**src/rtl/fetch_pkg.sv**
```systemverilog
package fetch_pkg;

    // Wishbone classic, master to slave
    typedef struct packed {
        logic        cyc;
        logic        stb;
        logic        we;
        logic [31:0] adr;
        logic [31:0] dat;
    } wb_req_t;

    // Wishbone classic, slave to master
    typedef struct packed {
        logic        ack;
        logic [31:0] dat;
    } wb_rsp_t;

    typedef struct packed {
        logic        valid;
        logic [31:0] pc;                      // Address the instruction came from
        logic [31:0] nextpc;                  // Always pc + 4
        logic [31:0] instr;
    } if_id_t;

    // Same encoding as the decode PC-type selector
    typedef enum logic [1:0] {
        REDIR_BRANCH   = 2'b00,
        REDIR_REGISTER = 2'b01,
        REDIR_INDEX    = 2'b10,
        REDIR_VECTOR   = 2'b11
    } redir_kind_e;

    typedef struct packed {
        logic        take;
        redir_kind_e kind;
        logic [31:0] rega;                    // Source register value for register jumps
    } redirect_t;

    localparam logic [31:0] RESET_PC   = 32'h0000_0000;
    localparam logic [31:0] EXC_VECTOR = 32'h0000_0040;

endpackage

```
**src/rtl/branch_target.sv**
```systemverilog
`timescale 1ns/1ps

module branch_target (
    input  fetch_pkg::if_id_t    if_id,
    input  fetch_pkg::redirect_t redirect,
    output logic                 redirect_valid,
    output logic [31:0]          redirect_pc
);
    import fetch_pkg::*;

    logic [31:0] branch_off;
    logic [31:0] index_pc;

    // Word offset from the 16-bit immediate
    assign branch_off = {{14{if_id.instr[15]}}, if_id.instr[15:0], 2'b00};

    // Jump stays inside the 256 MB region of the delay slot
    assign index_pc = {if_id.nextpc[31:28], if_id.instr[25:0], 2'b00};

    always_comb begin
        case (redirect.kind)
            REDIR_BRANCH:   redirect_pc = if_id.nextpc + branch_off;
            REDIR_REGISTER: redirect_pc = redirect.rega;
            REDIR_INDEX:    redirect_pc = index_pc;
            REDIR_VECTOR:   redirect_pc = EXC_VECTOR;
            default:        redirect_pc = EXC_VECTOR;
        endcase
    end

    assign redirect_valid = redirect.take && if_id.valid;   // Only a delivered instruction redirects

endmodule

```
**src/rtl/fetch_unit.sv**
```systemverilog
`timescale 1ns/1ps

module fetch_unit (
    input  logic               clock,
    input  logic               reset,
    input  logic               stall,
    output fetch_pkg::wb_req_t wb_req,
    input  fetch_pkg::wb_rsp_t wb_rsp,
    input  logic               redirect_valid,
    input  logic [31:0]        redirect_pc,
    output fetch_pkg::if_id_t  if_id
);
    import fetch_pkg::*;

    typedef enum logic {
        BUS_IDLE,
        BUS_WAIT
    } bus_state_e;

    bus_state_e  state;
    logic [31:0] pc;
    logic [31:0] fetch_adr;
    logic        squash;
    logic        start;
    logic        accept;
    logic        deliver;
    logic        squash_set;
    logic        slot_valid;
    logic [31:0] slot_pc;
    logic [31:0] slot_instr;

    assign start      = (state == BUS_IDLE) && !stall;
    assign accept     = (state == BUS_WAIT) && wb_rsp.ack && !squash;
    assign deliver    = slot_valid && !stall;
    assign squash_set = redirect_valid && (start || ((state == BUS_WAIT) && !wb_rsp.ack));

    always_ff @(posedge clock or negedge reset) begin
        if (!reset) begin
            state      <= BUS_IDLE;
            pc         <= RESET_PC;
            squash     <= 1'b0;
            slot_valid <= 1'b0;
        end else begin
            case (state)
                BUS_IDLE: begin
                    if (start) begin
                        state <= BUS_WAIT;
                    end
                end
                BUS_WAIT: begin
                    if (wb_rsp.ack) begin
                        state <= BUS_IDLE;             // cyc and stb drop after ack
                    end
                end
                default: state <= BUS_IDLE;
            endcase

            if (redirect_valid) begin
                pc <= redirect_pc;
            end else if (start) begin
                pc <= pc + 32'd4;
            end

            // The fetch on the bus at redirect time belongs to the old path
            if (squash_set) begin
                squash <= 1'b1;
            end else if ((state == BUS_WAIT) && wb_rsp.ack) begin
                squash <= 1'b0;
            end

            if (accept) begin
                slot_valid <= 1'b1;
            end else if (deliver) begin
                slot_valid <= 1'b0;
            end
        end
    end

    always_ff @(posedge clock) begin
        if (start) begin
            fetch_adr <= pc;
        end
        if (accept) begin
            slot_pc    <= fetch_adr;
            slot_instr <= wb_rsp.dat;
        end
    end

    assign wb_req.cyc = (state == BUS_WAIT);
    assign wb_req.stb = (state == BUS_WAIT);
    assign wb_req.we  = 1'b0;
    assign wb_req.adr = fetch_adr;
    assign wb_req.dat = 32'h0000_0000;

    // The IF/ID register also serves as the pending slot while stalled
    always_comb begin
        if_id.valid  = deliver;
        if_id.pc     = slot_pc;
        if_id.nextpc = slot_pc + 32'd4;
        if_id.instr  = slot_instr;
    end

    a_req_stable: assert property (
        @(posedge clock) disable iff (!reset)
        (wb_req.stb && !wb_rsp.ack) |=> (wb_req.stb && $stable(wb_req.adr))
    ) else $error("fetch_unit: request changed before ack");

    // Covers the redirect cycle and the whole squashed fetch up to its ack
    a_no_wrong_path: assert property (
        @(posedge clock) disable iff (!reset)
        (redirect_valid || squash) |=> !if_id.valid
    ) else $error("fetch_unit: delivery right after a redirect");

endmodule

```
**src/rtl/front_end_top.sv**
```systemverilog
`timescale 1ns/1ps

module front_end_top #(
    parameter int MEM_WORDS   = 128,
    parameter int WAIT_STATES = 1
) (
    input  logic                         clock,
    input  logic                         reset,
    input  logic                         stall,
    input  fetch_pkg::redirect_t         redirect,
    input  logic                         load_en,
    input  logic [$clog2(MEM_WORDS)-1:0] load_addr,
    input  logic [31:0]                  load_data,
    output fetch_pkg::if_id_t            if_id,
    output logic                         bus_cyc
);
    import fetch_pkg::*;

    wb_req_t     wb_req;
    wb_rsp_t     wb_rsp;
    logic        redirect_valid;
    logic [31:0] redirect_pc;

    assign bus_cyc = wb_req.cyc;

    instr_mem #(
        .MEM_WORDS   (MEM_WORDS),
        .WAIT_STATES (WAIT_STATES)
    ) u_mem (
        .clock     (clock),
        .reset     (reset),
        .wb_req    (wb_req),
        .wb_rsp    (wb_rsp),
        .load_en   (load_en),
        .load_addr (load_addr),
        .load_data (load_data)
    );

    fetch_unit u_fetch (
        .clock          (clock),
        .reset          (reset),
        .stall          (stall),
        .wb_req         (wb_req),
        .wb_rsp         (wb_rsp),
        .redirect_valid (redirect_valid),
        .redirect_pc    (redirect_pc),
        .if_id          (if_id)
    );

    branch_target u_target (
        .if_id          (if_id),
        .redirect       (redirect),
        .redirect_valid (redirect_valid),
        .redirect_pc    (redirect_pc)
    );

endmodule

```
**src/rtl/instr_mem.sv**
```systemverilog
`timescale 1ns/1ps

module instr_mem #(
    parameter int MEM_WORDS   = 128,
    parameter int WAIT_STATES = 1
) (
    input  logic                         clock,
    input  logic                         reset,
    input  fetch_pkg::wb_req_t           wb_req,
    output fetch_pkg::wb_rsp_t           wb_rsp,
    input  logic                         load_en,
    input  logic [$clog2(MEM_WORDS)-1:0] load_addr,
    input  logic [31:0]                  load_data
);
    import fetch_pkg::*;

    localparam int AW = $clog2(MEM_WORDS);

    logic [31:0]   mem [MEM_WORDS];
    logic [31:0]   rd_data;
    logic [AW-1:0] word_idx;
    logic [1:0]    wait_cnt;
    logic          ack;
    logic          active;
    logic          done;

    assign word_idx = wb_req.adr[AW+1:2];              // Byte address to word index
    assign active   = wb_req.cyc && wb_req.stb && !ack;
    assign done     = active && (wait_cnt == 2'(WAIT_STATES));

    // Count wait states while a request is outstanding
    always_ff @(posedge clock or negedge reset) begin
        if (!reset) begin
            wait_cnt <= 2'd0;
            ack      <= 1'b0;
        end else begin
            ack <= done;                               // Single-cycle ack
            if (active && !done) begin
                wait_cnt <= wait_cnt + 2'd1;
            end else begin
                wait_cnt <= 2'd0;
            end
        end
    end

    always_ff @(posedge clock) begin
        if (load_en) begin
            mem[load_addr] <= load_data;
        end else if (done && wb_req.we) begin
            mem[word_idx] <= wb_req.dat;
        end
        if (done) begin
            rd_data <= mem[word_idx];                  // Read data lines up with ack
        end
    end

    assign wb_rsp.ack = ack;
    assign wb_rsp.dat = rd_data;

    a_ack_needs_stb: assert property (
        @(posedge clock) disable iff (!reset)
        wb_rsp.ack |-> wb_req.stb
    ) else $error("instr_mem: ack without an active strobe");

    a_no_load_on_bus: assert property (
        @(posedge clock) disable iff (!reset)
        load_en |-> !wb_req.cyc
    ) else $error("instr_mem: load_en while a bus cycle is active");

endmodule

```
**config.mk**
```make
export PLATFORM = sky130hd
export DESIGN_NAME = front_end_top
export DESIGN_NICKNAME = d
export VERILOG_FILES = /design/src/rtl/fetch_pkg.sv /design/src/rtl/branch_target.sv /design/src/rtl/fetch_unit.sv /design/src/rtl/front_end_top.sv /design/src/rtl/instr_mem.sv
export SDC_FILE = /design/constraint.sdc
export NUM_CORES = 2
export LEC_CHECK = 0
export BUFFER_PORTS_ARGS = -buffer_cell sky130_fd_sc_hd__buf_2
export CAP_MARGIN = 5
export CELL_PAD_IN_SITES_DETAIL_PLACEMENT = 2
export CELL_PAD_IN_SITES_GLOBAL_PLACEMENT = 2
export CORE_ASPECT_RATIO = 1.2
export CORE_UTILIZATION = 50
export CTS_CLUSTER_DIAMETER = 50
export DETAILED_ROUTE_END_ITERATION = 7
export PLACE_DENSITY = 0.87
export SLEW_MARGIN = 25
export SYNTH_ARGS = -nofsm -noshare
export SYNTH_HDL_FRONTEND = slang
export SYNTH_SLANG_ARGS = --single-unit
```
**constraint.sdc**
```tcl
create_clock -name clock -period 9.3 [get_ports clock]
set_input_delay 0.93 -clock clock [delete_from_list [all_inputs] [get_ports clock]]
set_output_delay 0.93 -clock clock [all_outputs]
set_load 0.005 [all_outputs]
```
==> flow_summary.json, run 1 <==
{
  "status": "stopped before the end",
  "stop_stage": "detailed placement",
  "error_line": "[ERROR DPL-0033] detailed placement checks failed during check placement.",
  "synth_flop_cell": "edfxtp_1",
  "syn_area_per_cell_um2": 24.6,
  "place_hpwl_um": 477000,
  "rows": 230,
  "yosysSeqAreaShare_pct": 77.9,
  "gp_routability_congestion": 0.860,
  "synth_nets": 6793,
  "ys_types": 54,
  "die_x_um": 525,
  "floorplan.initialDensity_pct": 50.2,
  "die-height_um": 629,
  "syn_area_um2": 164000,
  "synth-edff-count": 4224,
  "ys_seq_elements": 4262,
  "port_buffers": 175,
  "synth-async-reset-ratio_pct": 0.892,
  "syn_inst": 6679,
  "num_io_pins": 176,
  "ys.warnings.count": 0
}
[synth_stat cells (2+ instances only)]
| library cell | n | area share [%] |
|---|---|---|
| a31o_2 | 3 | 0.016 |
| dfrtp_1 | 38 | 0.58 |
| and4_1 | 5 | 0.027 |
| buf_2 | 81 | 0.25 |
| and2_1 | 5 | 0.019 |
| xnor2_1 | 48 | 0.26 |
| mux2_2 | 32 | 0.22 |
| nor2b_1 | 13 | 0.050 |
| a21boi_0 | 2 | 0.0092 |
| xor2_1 | 34 | 0.18 |
| inv_1 | 14 | 0.032 |
| o21bai_1 | 3 | 0.014 |
| or2_2 | 4 | 0.015 |
| nor2_1 | 173 | 0.40 |
| a31oi_1 | 4 | 0.015 |
| a22o_1 | 2 | 0.011 |
| nor4_1 | 2 | 0.0076 |
| o31ai_1 | 3 | 0.014 |
| nand3_1 | 45 | 0.14 |
| edfxtp_1 | 4224 | 77 |
| a41o_1 | 2 | 0.012 |
| ha_1 | 35 | 0.27 |
| buf_4 | 6 | 0.027 |
| a221oi_1 | 8 | 0.043 |
| mux4_2 | 1344 | 18 |
| a211oi_1 | 14 | 0.064 |
| nand2b_1 | 9 | 0.034 |
| nand2_1 | 71 | 0.16 |
| a21o_1 | 16 | 0.073 |
| a22oi_1 | 4 | 0.018 |
| a32oi_1 | 2 | 0.011 |
| buf_1 | 44 | 0.10 |
| or3_1 | 5 | 0.019 |
| a221o_1 | 3 | 0.018 |
| and3_1 | 16 | 0.061 |
| mux2i_1 | 10 | 0.061 |
| nand4_1 | 21 | 0.080 |
| buf_6 | 2 | 0.014 |
| a2111oi_0 | 2 | 0.011 |
| o21ai_0 | 32 | 0.098 |
| clkbuf_1 | 210 | 0.48 |
| nor3_1 | 19 | 0.058 |
| a21oi_1 | 58 | 0.18 |
[logic make-up after synthesis]
logic type / share of synthesized area [%]
AOI/OAI and AO/OA: 0.637
xor gates and xnor gates: 0.438
adders and majority gates: 0.279
buffers and inverters: 0.902
DFF: 77.9
muxes: 18.7
and+or+nand+nor: 1.09
[stage by stage]
step	hold WS (ns)	instance area (µm²)
2_1_floorplan	0.400	164000
3_3_place_gp	0.402	172000
==> run 2, diff against run 1 <==
- CELL_PAD_IN_SITES_DETAIL_PLACEMENT: 2 -> not set
- CELL_PAD_IN_SITES_GLOBAL_PLACEMENT: 2 -> not set
- CORE_ASPECT_RATIO: 1.2 -> not set
- CORE_UTILIZATION: 50 -> 35
- CTS_CLUSTER_DIAMETER: 50 -> not set
- PLACE_DENSITY: 0.87 -> not set
- PLACE_DENSITY_LB_ADDON: not set -> 0.15
==> run 2 against run 1 <==
  * The flow now finishes without violations
  * Synthesized cell count unchanged
  * Area after synthesis unchanged
==> flow_summary.json, run 2 <==
{
  "whs_path_depth": 3,
  "drive_gt1_share_pct": 33.8,
  "largest_reg_flops": 4096,
  "synth.largest_area_cell": "edfxtp_1",
  "ys.warnings.count": 0,
  "crit_required_ns": 10.19,
  "place_hpwl_um": 265000,
  "cts_tree": "built",
  "final_nets": 7300,
  "p_leak_nw": 57.8,
  "ctsResizeCount": 0,
  "final.min_clock_period_ns": 4.66,
  "clk_pin_slew_ns": 0.06,
  "die-height_um": 687,
  "grt_pass1_vias": 78300,
  "peakVddDrop_mv": 0.163,
  "hold_class": "input pin to register",
  "grt-ovfl-total": 0,
  "finalWorstSetupSlack_ns": 4.64,
  "worst_pin_slew_ns": 1.10,
  "htreeDepth": 5,
  "r2r_start": "u_fetch.slot_pc[2]$_DFFE_PP_",
  "floorplan.initialDensity_pct": 35.1,
  "num_vias": 76300,
  "die_area_um2": 471000,
  "fin_skew_ns": 0.0474,
  "power_density_nw_per_um2": 244,
  "grt_max_degree": 119,
  "status": "complete, no violations",
  "ant_nets": 0,
  "end_kind": "register",
  "drc": 0,
  "cp.arrival_ns": 5.55,
  "antenna_found_initial": 88,
  "ys_types": 54,
  "timing_max_transition_violations_final": 0,
  "r2r_setup_slack_ns": 4.64,
  "syn_inst": 6679,
  "clkLatencyLatePin_ns": 1.01,
  "r2r_end": "u_fetch.pc[31]$_DFFE_PN0P_",
  "ys_top_cells_by_count": "edfxtp_1 (4224), mux4_2 (1344), clkbuf_1 (210), nor2_1 (173), buf_2 (81)",
  "period_share_pct": 50.1,
  "viasPerCell": 5.54,
  "cts_buffers": 450,
  "rows": 251,
  "holdPathEnd": "u_fetch.pc[1]$_DFFE_PN0P_",
  "gp_routability_congestion": 0.839,
  "cp-start-kind": "register",
  "synth_flop_cell": "edfxtp_1",
  "grt.total_usage_pct": 20.3,
  "final_common_cell": "edfxtp_1",
  "synth-async-reset-ratio_pct": 0.892,
  "synth_nets": 6793,
  "dpl_worst_slack_ns": 4.64,
  "syn_area_um2": 164000,
  "r2r_cells": 15,
  "die_x_um": 687,
  "grt_pass1_wl_um": 661000,
  "routedWlPerCell_um": 35.1,
  "fillerInstances": 40500,
  "syn_to_final_growth_pct": 15.1,
  "setup_violations": 0,
  "cts.sinks": 4262,
  "worstPathMaxFanout": 9,
  "ys_top_cells_by_area": "edfxtp_1 (77%), mux4_2 (18%), dfrtp_1 (0.58%), clkbuf_1 (0.48%), nor2_1 (0.40%)",
  "fmax_ghz": 0.215,
  "worstHoldStart": "redirect[1]",
  "num_io_pins": 176,
  "root_buffer": "clkbuf_16",
  "first_iter_violations": 8800,
  "yosysMostFrequentCell": "edfxtp_1",
  "synth-edff-count": 4224,
  "port_buffers": 175,
  "top_register": "u_mem.mem",
  "yosysSeqAreaShare_pct": 77.9,
  "setup-tns-final_ns": 0,
  "rsz0062_at_grt": "no",
  "fin_util_pct": 40.4,
  "coreArea_um2": 467000,
  "ys_seq_elements": 4262,
  "drv_cap": 0,
  "totalWireLength_um": 484000,
  "syn_area_per_cell_um2": 24.6,
  "criticalPathCategory": "register to register",
  "slew_headroom_pct": 26.7,
  "drt-pass1-iter-count": 5,
  "final_cell_mix": "edfxtp_1 (4224), mux4_2 (1344), clkbuf_16 (452)",
  "cts_buffer_depth": 4,
  "yosys.area.top_type_share_pct": 77.3,
  "finalHoldViolations": 0
}
-- run 2: cell counts after synthesis --
No cell type changed its count.
-- run 2: how the worst max path moves through the flow --
stage | slack, ns | end | depth (start not counted) | startpoint
2_1_floorplan | 5.13 | u_mem.mem[98][0]$_DFFE_PP_ | 3 | load_en
3_3_place_gp | 4.56 | u_fetch.pc[31]$_DFFE_PN0P_ | 15 | u_fetch.slot_pc[2]$_DFFE_PP_
3_5_place_dp | 4.64 | u_mem.rd_data[23]$_DFFE_PP_ | 6 | u_fetch.fetch_adr[2]$_DFFE_PP_
4_1_cts | 4.62 | if_id[57] | 7 | u_fetch.slot_pc[4]$_DFFE_PP_
5_1_grt | 4.40 | u_fetch.pc[29]$_DFFE_PN0P_ | 15 | u_fetch.slot_pc[2]$_DFFE_PP_
6_report | 4.64 | u_fetch.pc[31]$_DFFE_PN0P_ | 15 | u_fetch.slot_pc[2]$_DFFE_PP_
-- run 2: final cells by class --
| type | instances | area, µm² | share of cell area [%] |
|---|---|---|---|
| Sequential cell | 4262 | 128000 | 67.7 |
| Multi-Input combinational cell | 2060 | 35700 | 18.9 |
| Clock buffer | 537 | 11600 | 6.17 |
| Tap cell | 6198 | 7750 | 4.11 |
| Timing Repair Buffer | 398 | 2980 | 1.58 |
| Clock inverter | 287 | 2790 | 1.48 |
| Antenna cell | 24 | 60.1 | 0.0318 |
| Inverter | 14 | 52.6 | 0.0278 |
-- run 2: what timing repair did --
action / in CTS / in global routing
hold buffers: 0 / 1
buffers inserted: 0 / 0
endpoints found under the hold margin: 0 / 38
-- run 2: cells by family after synthesis --
logic type               after synthesis  synth area share [%]
AO/OA/AOI/OAI                        164                 0.637
XOR/XNOR                              82                 0.438
adder cells (fa/ha/maj)               36                 0.279
buffers and inverters                357                 0.902
flip-flops                          4262                  77.9
multiplexers                        1386                  18.7
AND/OR/NAND/NOR                      392                  1.09
-- run 2: layer usage --
layer / track usage [%] / up-vias / part of all wire [%]
met4: 3.50 / 36 / 1.7
met3: 4.29 / 500 / 7.7
met2: 32.6 / 2866 / 48
met1: 28.9 / 42800 / 43
li1: - / 30100 / -
met5: 0 / - / 0.046
-- run 2: power breakdown --
group / switching [mW] / total (mW) / internal (mW) / leakage, nW
clock: 7.60 / 17.7 / 10.1 / 7.04
sequential: 0.396 / 21.9 / 21.5 / 38.4
combinational: 3.80 / 6.43 / 2.63 / 12.3
-- run 2: critical path, cell delays in order, from the launching register on --
cell      delay (ns)
edfxtp_1        0.60
ha_1            0.28
nand2_1         0.16
nor2_1          0.64
nand4_1         0.20
xnor2_1         0.31
ha_1            0.38
a21oi_1         0.22
o22ai_1         0.16
a41o_1          0.31
a41o_1          0.27
a211oi_1        0.27
o21ai_0         0.17
xor2_1          0.18
mux2i_1         0.13
or2_2           0.29
-- run 2: through the flow --
| stage | std cells | hold slack (ns) | cell area, µm² | power [mW] |
|---|---|---|---|---|
| 2_1_floorplan | 6679 | 0.400 | 164000 | 25.8 |
| 3_3_place_gp | 12900 | 0.403 | 174000 | 28.8 |
| 3_5_place_dp | 12900 | 0.405 | 174000 | 28.9 |
| 4_1_cts | 13800 | 0.0814 | 189000 | 46.5 |
| 5_1_grt | 13800 | 0.275 | 189000 | 47.4 |
| 6_report | 13800 | 0.304 | 189000 | 46.1 |
Power figures use the tool's default switching activity.
